===== src/pcie_pkg.sv =====
`default_nettype none

package pcie_pkg;

    // bus widths
    localparam int DATA_WIDTH      = 64;
    localparam int HOST_ADDR_WIDTH = 64;
    localparam int MMIO_ADDR_WIDTH = 16;

    // ring geometry
    localparam int NB_QUEUES_DEFAULT = 4;
    localparam int QIDX_WIDTH        = 3;
    localparam int RING_IDX_WIDTH    = 16;
    localparam int SLOT_BYTES        = 8;

    // register select, address bits 4:3
    typedef enum logic [1:0] {
        REG_BASE = 2'd0,
        REG_HEAD = 2'd1,
        REG_TAIL = 2'd2
    } reg_sel_e;

    // global page reuses the same select field
    localparam reg_sel_e REG_CONTROL = REG_BASE;
    localparam reg_sel_e REG_DROPS   = REG_HEAD;

    // control word, disable_dma is bit 0
    typedef struct packed {
        logic [56:0] reserved;
        logic [4:0]  ring_log2;
        logic        sw_reset;
        logic        disable_dma;
    } ctrl_t;

    typedef struct packed {
        logic [HOST_ADDR_WIDTH-1:0] base;
        logic [RING_IDX_WIDTH-1:0]  head;
        logic [RING_IDX_WIDTH-1:0]  tail;
        logic                       full;
        logic [HOST_ADDR_WIDTH-1:0] slot_addr;
    } ring_state_t;

    typedef struct packed {
        logic [QIDX_WIDTH-1:0] queue;
        logic [DATA_WIDTH-1:0] data;
    } pkt_word_t;

    typedef struct packed {
        logic                  base_we;
        logic                  head_we;
        logic [DATA_WIDTH-1:0] wdata;
    } ring_cmd_t;

    typedef enum logic {
        DMA_IDLE,
        DMA_WRITE
    } dma_state_e;

endpackage

`default_nettype wire


===== src/pcie_mmio_regs.sv =====
`timescale 1ns/1ns
`default_nettype none

module pcie_mmio_regs #(
    parameter int nb_queues = pcie_pkg::NB_QUEUES_DEFAULT
) (
    input  logic                                 pcie_clk,
    input  logic                                 rst_n,
    input  logic [pcie_pkg::MMIO_ADDR_WIDTH-1:0] mmio_address,
    input  logic                                 mmio_write,
    input  logic                                 mmio_read,
    input  logic [pcie_pkg::DATA_WIDTH-1:0]      mmio_writedata,
    output logic [pcie_pkg::DATA_WIDTH-1:0]      mmio_readdata,
    output logic                                 mmio_readdatavalid,
    input  var pcie_pkg::ring_state_t            ring_state [nb_queues],
    input  logic [pcie_pkg::DATA_WIDTH-1:0]      drop_count,
    output pcie_pkg::ctrl_t                      ctrl,
    output pcie_pkg::ring_cmd_t                  ring_cmd [nb_queues]
);

import pcie_pkg::*;

logic [QIDX_WIDTH-1:0] qidx;
reg_sel_e              sel;
logic                  is_global;
logic [DATA_WIDTH-1:0] rd_mux;

// queue page in bits 12 and up, register in bits 4:3
assign qidx = mmio_address[12 +: QIDX_WIDTH];
assign sel  = reg_sel_e'(mmio_address[4:3]);

// first index past the rings is the global page
assign is_global = (qidx == QIDX_WIDTH'(nb_queues));

// write strobes go straight to the addressed ring
always_comb begin
    for (int q = 0; q < nb_queues; q++) begin
        ring_cmd[q].base_we = mmio_write && (qidx == QIDX_WIDTH'(q)) && (sel == REG_BASE);
        ring_cmd[q].head_we = mmio_write && (qidx == QIDX_WIDTH'(q)) && (sel == REG_HEAD);
        ring_cmd[q].wdata   = mmio_writedata;
    end
end

always_ff @(posedge pcie_clk) begin
    if (!rst_n) begin
        ctrl <= '0;
    end else if (mmio_write && is_global && (sel == REG_CONTROL)) begin
        ctrl <= ctrl_t'(mmio_writedata);
    end
end

// readback mux, zero for anything unmapped
always_comb begin
    rd_mux = '0;
    for (int q = 0; q < nb_queues; q++) begin
        if (qidx == QIDX_WIDTH'(q)) begin
            case (sel)
                REG_BASE: rd_mux = DATA_WIDTH'(ring_state[q].base);
                REG_HEAD: rd_mux = DATA_WIDTH'(ring_state[q].head);
                REG_TAIL: rd_mux = DATA_WIDTH'(ring_state[q].tail);
                default:  rd_mux = '0;
            endcase
        end
    end
    if (is_global) begin
        case (sel)
            REG_CONTROL: rd_mux = DATA_WIDTH'(ctrl);
            REG_DROPS:   rd_mux = drop_count;
            default:     rd_mux = '0;
        endcase
    end
end

// one cycle read latency
always_ff @(posedge pcie_clk) begin
    if (!rst_n) begin
        mmio_readdatavalid <= 1'b0;
    end else begin
        mmio_readdatavalid <= mmio_read;
    end
end

always_ff @(posedge pcie_clk) begin
    if (mmio_read) begin
        mmio_readdata <= rd_mux;
    end
end

endmodule

`default_nettype wire


===== src/queue_ring.sv =====
`timescale 1ns/1ns
`default_nettype none

module queue_ring (
    input  logic                    pcie_clk,
    input  logic                    rst_n,
    input  var pcie_pkg::ctrl_t     ctrl,
    input  var pcie_pkg::ring_cmd_t cmd,
    input  logic                    tail_advance,
    output pcie_pkg::ring_state_t   state
);

import pcie_pkg::*;

logic [HOST_ADDR_WIDTH-1:0] base;
logic [RING_IDX_WIDTH-1:0]  head;
logic [RING_IDX_WIDTH-1:0]  tail;
logic [RING_IDX_WIDTH-1:0]  tail_next;
logic [RING_IDX_WIDTH-1:0]  idx_mask;
logic [RING_IDX_WIDTH:0]    entries;

// entries is 2^ring_log2 with one extra bit so 2^16 fits
assign entries  = {{RING_IDX_WIDTH{1'b0}}, 1'b1} << ctrl.ring_log2;
assign idx_mask = RING_IDX_WIDTH'(entries - (RING_IDX_WIDTH+1)'(1));

// wrap by masking to the ring size
assign tail_next = (tail + RING_IDX_WIDTH'(1)) & idx_mask;

always_ff @(posedge pcie_clk) begin
    if (!rst_n) begin
        base <= '0;
        head <= '0;
        tail <= '0;
    end else begin
        if (cmd.base_we) begin
            base <= HOST_ADDR_WIDTH'(cmd.wdata);
        end
        // software moves the consumer head
        if (cmd.head_we) begin
            head <= cmd.wdata[RING_IDX_WIDTH-1:0] & idx_mask;
        end
        if (tail_advance) begin
            tail <= tail_next;
        end
    end
end

// one slot is kept empty to tell full from empty
always_comb begin
    state.base      = base;
    state.head      = head;
    state.tail      = tail;
    state.full      = (tail_next == head);
    state.slot_addr = base + (HOST_ADDR_WIDTH'(tail) * HOST_ADDR_WIDTH'(SLOT_BYTES));
end

endmodule

`default_nettype wire


===== src/f2c_dma_writer.sv =====
`timescale 1ns/1ns
`default_nettype none

module f2c_dma_writer #(
    parameter int nb_queues = pcie_pkg::NB_QUEUES_DEFAULT
) (
    input  logic                                 pcie_clk,
    input  logic                                 rst_n,
    input  var pcie_pkg::ctrl_t                  ctrl,
    input  var pcie_pkg::ring_state_t            ring_state [nb_queues],
    input  var pcie_pkg::pkt_word_t              pkt_in,
    input  logic                                 pkt_wr_en,
    output logic                                 pkt_in_ready,
    output logic [nb_queues-1:0]                 tail_advance,
    output logic [pcie_pkg::DATA_WIDTH-1:0]      drop_count,
    input  logic                                 bas_waitrequest,
    output logic [pcie_pkg::HOST_ADDR_WIDTH-1:0] bas_address,
    output logic                                 bas_write,
    output logic [pcie_pkg::DATA_WIDTH-1:0]      bas_writedata,
    output logic [3:0]                           bas_burstcount
);

import pcie_pkg::*;

dma_state_e                 state;
logic [QIDX_WIDTH-1:0]      cur_q;
logic                       accept;
logic                       drop;
logic                       write_done;
logic                       q_valid;
logic                       q_full;
logic [HOST_ADDR_WIDTH-1:0] q_slot_addr;

// ring lookup for the incoming word
always_comb begin
    q_valid     = 1'b0;
    q_full      = 1'b0;
    q_slot_addr = '0;
    for (int q = 0; q < nb_queues; q++) begin
        if (pkt_in.queue == QIDX_WIDTH'(q)) begin
            q_valid     = 1'b1;
            q_full      = ring_state[q].full;
            q_slot_addr = ring_state[q].slot_addr;
        end
    end
end

assign pkt_in_ready = (state == DMA_IDLE) && !ctrl.disable_dma;
assign accept       = pkt_wr_en && pkt_in_ready;

// words for a full ring or a nonexistent queue are discarded
assign drop = accept && (!q_valid || q_full);

// single beat writes only
assign bas_write      = (state == DMA_WRITE);
assign bas_burstcount = 4'd1;
assign write_done     = bas_write && !bas_waitrequest;

// tail moves on the edge that completes the write
always_comb begin
    for (int q = 0; q < nb_queues; q++) begin
        tail_advance[q] = write_done && (cur_q == QIDX_WIDTH'(q));
    end
end

always_ff @(posedge pcie_clk) begin
    if (!rst_n) begin
        state <= DMA_IDLE;
    end else begin
        case (state)
            DMA_IDLE: begin
                if (accept && !drop) begin
                    state <= DMA_WRITE;
                end
            end
            DMA_WRITE: begin
                // hold address and data until the host takes them
                if (!bas_waitrequest) begin
                    state <= DMA_IDLE;
                end
            end
        endcase
    end
end

// capture the word and where it goes
always_ff @(posedge pcie_clk) begin
    if (accept && !drop) begin
        bas_address   <= q_slot_addr;
        bas_writedata <= pkt_in.data;
        cur_q         <= pkt_in.queue;
    end
end

// drop counter held at zero while sw_reset is set
always_ff @(posedge pcie_clk) begin
    if (!rst_n || ctrl.sw_reset) begin
        drop_count <= '0;
    end else if (drop) begin
        drop_count <= drop_count + DATA_WIDTH'(1);
    end
end

endmodule

`default_nettype wire


===== src/pcie_top.sv =====
`timescale 1ns/1ns
`default_nettype none

module pcie_top #(
    parameter int nb_queues = pcie_pkg::NB_QUEUES_DEFAULT
) (
    input  logic                                 pcie_clk,
    input  logic                                 rst_n,

    // mmio slave
    input  logic [pcie_pkg::MMIO_ADDR_WIDTH-1:0] mmio_address,
    input  logic                                 mmio_write,
    input  logic                                 mmio_read,
    input  logic [pcie_pkg::DATA_WIDTH-1:0]      mmio_writedata,
    output logic [pcie_pkg::DATA_WIDTH-1:0]      mmio_readdata,
    output logic                                 mmio_readdatavalid,

    // packet words from the capture side
    input  var pcie_pkg::pkt_word_t              pkt_in,
    input  logic                                 pkt_wr_en,
    output logic                                 pkt_in_ready,

    // burst master towards host memory
    input  logic                                 bas_waitrequest,
    output logic [pcie_pkg::HOST_ADDR_WIDTH-1:0] bas_address,
    output logic                                 bas_write,
    output logic [pcie_pkg::DATA_WIDTH-1:0]      bas_writedata,
    output logic [3:0]                           bas_burstcount,

    output logic                                 disable_pcie
);

import pcie_pkg::*;

ctrl_t                 ctrl;
ring_cmd_t             ring_cmd   [nb_queues];
ring_state_t           ring_state [nb_queues];
logic [nb_queues-1:0]  tail_advance;
logic [DATA_WIDTH-1:0] drop_count;

assign disable_pcie = ctrl.disable_dma;

pcie_mmio_regs #(
    .nb_queues (nb_queues)
) u_regs (
    .pcie_clk           (pcie_clk),
    .rst_n              (rst_n),
    .mmio_address       (mmio_address),
    .mmio_write         (mmio_write),
    .mmio_read          (mmio_read),
    .mmio_writedata     (mmio_writedata),
    .mmio_readdata      (mmio_readdata),
    .mmio_readdatavalid (mmio_readdatavalid),
    .ring_state         (ring_state),
    .drop_count         (drop_count),
    .ctrl               (ctrl),
    .ring_cmd           (ring_cmd)
);

// one ring per queue
for (genvar q = 0; q < nb_queues; q++) begin : g_ring
    queue_ring u_ring (
        .pcie_clk     (pcie_clk),
        .rst_n        (rst_n),
        .ctrl         (ctrl),
        .cmd          (ring_cmd[q]),
        .tail_advance (tail_advance[q]),
        .state        (ring_state[q])
    );
end

f2c_dma_writer #(
    .nb_queues (nb_queues)
) u_writer (
    .pcie_clk        (pcie_clk),
    .rst_n           (rst_n),
    .ctrl            (ctrl),
    .ring_state      (ring_state),
    .pkt_in          (pkt_in),
    .pkt_wr_en       (pkt_wr_en),
    .pkt_in_ready    (pkt_in_ready),
    .tail_advance    (tail_advance),
    .drop_count      (drop_count),
    .bas_waitrequest (bas_waitrequest),
    .bas_address     (bas_address),
    .bas_write       (bas_write),
    .bas_writedata   (bas_writedata),
    .bas_burstcount  (bas_burstcount)
);

endmodule

`default_nettype wire


===== config.mk =====
export PLATFORM = sky130hd
export DESIGN_NAME = pcie_top
export DESIGN_NICKNAME = d
export VERILOG_FILES = /design/src/pcie_pkg.sv /design/src/pcie_mmio_regs.sv /design/src/queue_ring.sv /design/src/f2c_dma_writer.sv /design/src/pcie_top.sv
export SDC_FILE = /design/constraint.sdc
export NUM_CORES = 2
export LEC_CHECK = 0
export BUFFER_PORTS_ARGS = -buffer_cell sky130_fd_sc_hd__buf_2
export CORE_AREA = 2 2 290 292
export DETAILED_ROUTE_END_ITERATION = 12
export DIE_AREA = 0 0 292 294
export GPL_ROUTABILITY_DRIVEN = 0
export PLACE_DENSITY_LB_ADDON = 0.05
export SKIP_LAST_GASP = 1
export SLEW_MARGIN = 10
export SYNTH_ARGS = -nofsm -noshare
export SYNTH_HDL_FRONTEND = slang
export SYNTH_SLANG_ARGS = --single-unit

===== constraint.sdc =====
create_clock -name pcie_clk -period 26.2 [get_ports pcie_clk]
set_clock_uncertainty 0.1 [all_clocks]
set_input_delay 2.62 -clock pcie_clk [delete_from_list [all_inputs] [get_ports pcie_clk]]
set_output_delay 2.62 -clock pcie_clk [all_outputs]
set_load 0.05 [all_outputs]

==> run metrics <==
Slew headroom=14.48%; clock power share=a little under half; #FFs+latches synth=709; PD cells=around 55 nW/um^2; Startpoint Class=input pin; Switching Fraction=roughly a quarter; syn_area_per_cell=8.378 sq um; grt total ovfl=0; CTS Sinks=709; fin area=46270 sq um; initial antenna violation count=11; r2r startpoint=u_regs.ctrl[5]; number of max-cap violations=0; Cell Chain, Critical Path=buf_2 > nor2b_1 > buf_4 > nand2_2 > nor3_1 > o21ai_0 > a2111oi_0 > nor4b_1 > a32oi_2 > a31oi_4 > a31oi_1 > a41o_1; CTS tree=done; fin nets=5295; Worst setup EP type=flop; first-pass GRT wire length=between 200 and 250 mm; sequential share of power=a little under half; WL/cell=approximately 27 um; core area=82890 sq um; vias per cell=~6.3; Worst path depth=12; Synthesis Warnings=0; top cell type's share of synthesized area=25.01%; buffer and inverter count on the worst path=2; H-tree depth=3; Area contributors post-synth=dfxtp_1 25%, edfxtp_1 14%, nand2_1 8.8%; Total Routed Length=164.9 mm; Area after DPL=~44000 sq um; Fin. Hold Viols=0; Max Fclk=140.4 MHz; post-synth cell types=89; Post-CTS Setup Inserts=0; Int Power=0.001884 W; Hold EP=u_regs.ctrl[33]; HPWL after detailed placement=113.6 mm; drt first pass iters=6; Worst-Margin Slew=about 1.3 ns; vias post-DR=about 39k; hold path start=u_regs.ctrl[33]; Total Neg Setup Slack=0 ns; Crit-path slowest cell=a31oi_4; part of the cycle the worst path needs=27.18%; Primary FF master, synth=dfxtp_1; Worst VDD drop=between 0.05 and 0.06 mV; Total Routing Usage GR=a little under two fifths; CTS Buf Count=82; Root Driver=clkbuf_16; min Tclk post-route=7.120 ns; P_sw=0.0006715 W; post-synth top area cell=dfxtp_1; Final ANT Viol Nets=0; First DRT Iteration DRCs=4217; Area Overhead vs Synth=12.49%; RSZ-0062 raised after global routing=no; clk buf depth=3; CP max stage delay=1.09 ns; Syn Std Cell Area=41140 sq um; Static Leak=16.92 nW; clk_lat worst skew=0.65 ns; total die area=85850 sq um; kind of cell adding the most delay to the critical path=compound AO/OA/AOI/OAI gates; hold path depth=2; CP arrival=about 7.5 ns; ys async rst share=0%; Reg clk slew, reported paths=0.05 ns; Cells after Synth=4910; reg2reg setup slack=between 15 and 20 ns; largest net degree at the start of global routing=170; status=finished clean; CP Class=input pin to flop; Logic pwr share=just over 8%; Filler Cell Count=7720; number of synthesized flops with an enable pin=195; DRC viols=0; CP required=26.62 ns; r2r worst-path depth=13; num rows=106; Min-Delay Path Class=flop to flop; vias in the first global route=35.59k; area of the multi-input gates=23490 sq um; I/O pin count=353; Initial Util=49.63%; Reg-to-Reg End=u_writer.bas_writedata[13]; Seq/Total Area, Yosys=about two fifths; CP Max Fanout=28; DIE WIDTH=292 um; Die Y=just under 300 um; setup violators final=0; Slew Viols, Final=0; layout cells sized above 1=approximately 12%; post-CTS sizing=0; Register Area=16150 sq um; PortBufs=337; hold buffers post-CTS=0
-- cells in the final DEF (no fill, tap or decap), drive strengths merged, types with 110 or more instances in the layout --
master / instances
dfxtp: 514
nor2: 199
xnor2: 159
edfxtp: 195
xor2: 130
nand3: 110
buf: 405
a21oi: 211
mux2i: 163
nand2: 963
o21ai: 300
a21boi: 357
o22ai: 112
clkbuf: 112
-- state kept, by name, indices dropped and copies added (netlist names) --
signal / flops
u_regs.mmio_readdatavalid: 1
u_writer.bas_write: 1
u_regs.ctrl: 64
u_writer.cur_q: 3
g_ring.u_ring.head: 64
g_ring.u_ring.tail: 64
u_writer.drop_count: 64
g_ring.u_ring.base: 256
u_regs.mmio_readdata: 64
u_writer.bas_address: 64
u_writer.bas_writedata: 64
-- power by group through the flow --
stage	clock (W)	sequential [W]	combinational [W]
4_1_cts	0.00121	0.00115	0.000204
2_1_floorplan	0	0.00122	0.0000807
3_3_place_gp	0	0.00118	0.000203
6_report	0.00119	0.00115	0.000208
5_1_grt	0.00124	0.00115	0.000214
3_5_place_dp	0	0.00118	0.000204
-- worst min-delay path, delay by kind of cell, from the launching register on --
| family | cells | cell delay [ns] |
|---|---|---|
| AOI/OAI and AO/OA | 1 | 0.06 |
| DFF | 1 | 0.30 |
| and+or+nand+nor | 1 | 0.05 |
-- Yosys cell counts, types with 16 or more instances --
library cell	count
a211oi_1	45
a21boi_0	355
a21o_1	40
a21oi_1	210
a22oi_1	40
a31oi_1	33
a41o_1	21
and2_1	97
and3_1	81
and4_1	25
buf_1	22
buf_2	16
clkbuf_1	284
dfxtp_1	514
edfxtp_1	195
ha_1	70
inv_1	82
mux2_2	46
mux2i_1	163
nand2_1	963
nand2b_1	42
nand3_1	110
nand4_1	83
nor2_1	198
nor2b_1	60
nor3_1	67
nor4_1	35
o2111ai_1	21
o21a_1	19
o21ai_0	295
o22ai_1	112
or3_1	33
or4_1	22
xnor2_1	159
xor2_1	130
-- metrics by stage --
stage / hold WS (ns) / total power, W / instances / utilization (%) / setup slack, ns
after floorplan: 0.3428 / 0.001299 / 4912 / - / 15.73
after global placement: 0.3512 / 0.001379 / 6064 / 52.49 / 18.77
after detailed placement: 0.3589 / 0.001380 / 6064 / 52.49 / 18.63
after CTS: 0.3674 / 0.002563 / 6217 / 55.80 / 19.33
after global routing: 0.3825 / 0.002612 / 6221 / 55.82 / 19.06
final: 0.3644 / 0.002555 / 6222 / 55.82 / 19.08
-- logic make-up after synthesis --
kind of cell / synth area share, %
XOR/XNOR: 6.153
AND/OR/NAND/NOR: 21.19
multiplexers: 5.335
buffers and inverters: 3.966
flip-flops: 39.25
other: 0.01826
adder cells (fa/ha/maj): 2.324
AO/OA/AOI/OAI: 21.76
-- how the worst max path moves through the flow --
stage | startpoint | endpoint
after floorplan | pkt_in[66] | u_writer.bas_address[0]
after global routing | pkt_in[64] | u_writer.drop_count[63]
after global placement | pkt_in[64] | u_writer.drop_count[30]
final | pkt_in[64] | u_writer.drop_count[61]
after CTS | pkt_in[64] | u_writer.drop_count[30]
after detailed placement | pkt_in[64] | u_writer.drop_count[30]
-- final cells by class --
| type | instances | area share [%] |
|---|---|---|
| tap | 1080 | 2.920 |
| clock inverter | 41 | 0.9464 |
| antenna | 5 | 0.02704 |
| timing repair buffer | 405 | 4.799 |
| inverter | 83 | 0.6733 |
| multi-input combinational | 3787 | 50.76 |
| clock buffer | 112 | 4.986 |
| sequential | 709 | 34.89 |
-- metal layers --
layer	vias to the layer above	share of wire [%]	GRT usage [%]
met5	-	0.0097	0
li1	17880	-	-
met2	1996	46	60.00
met3	450	8.9	6.080
met1	18760	40	47.85
met4	2	5.4	17.92
Power figures use the tool's default switching activity.
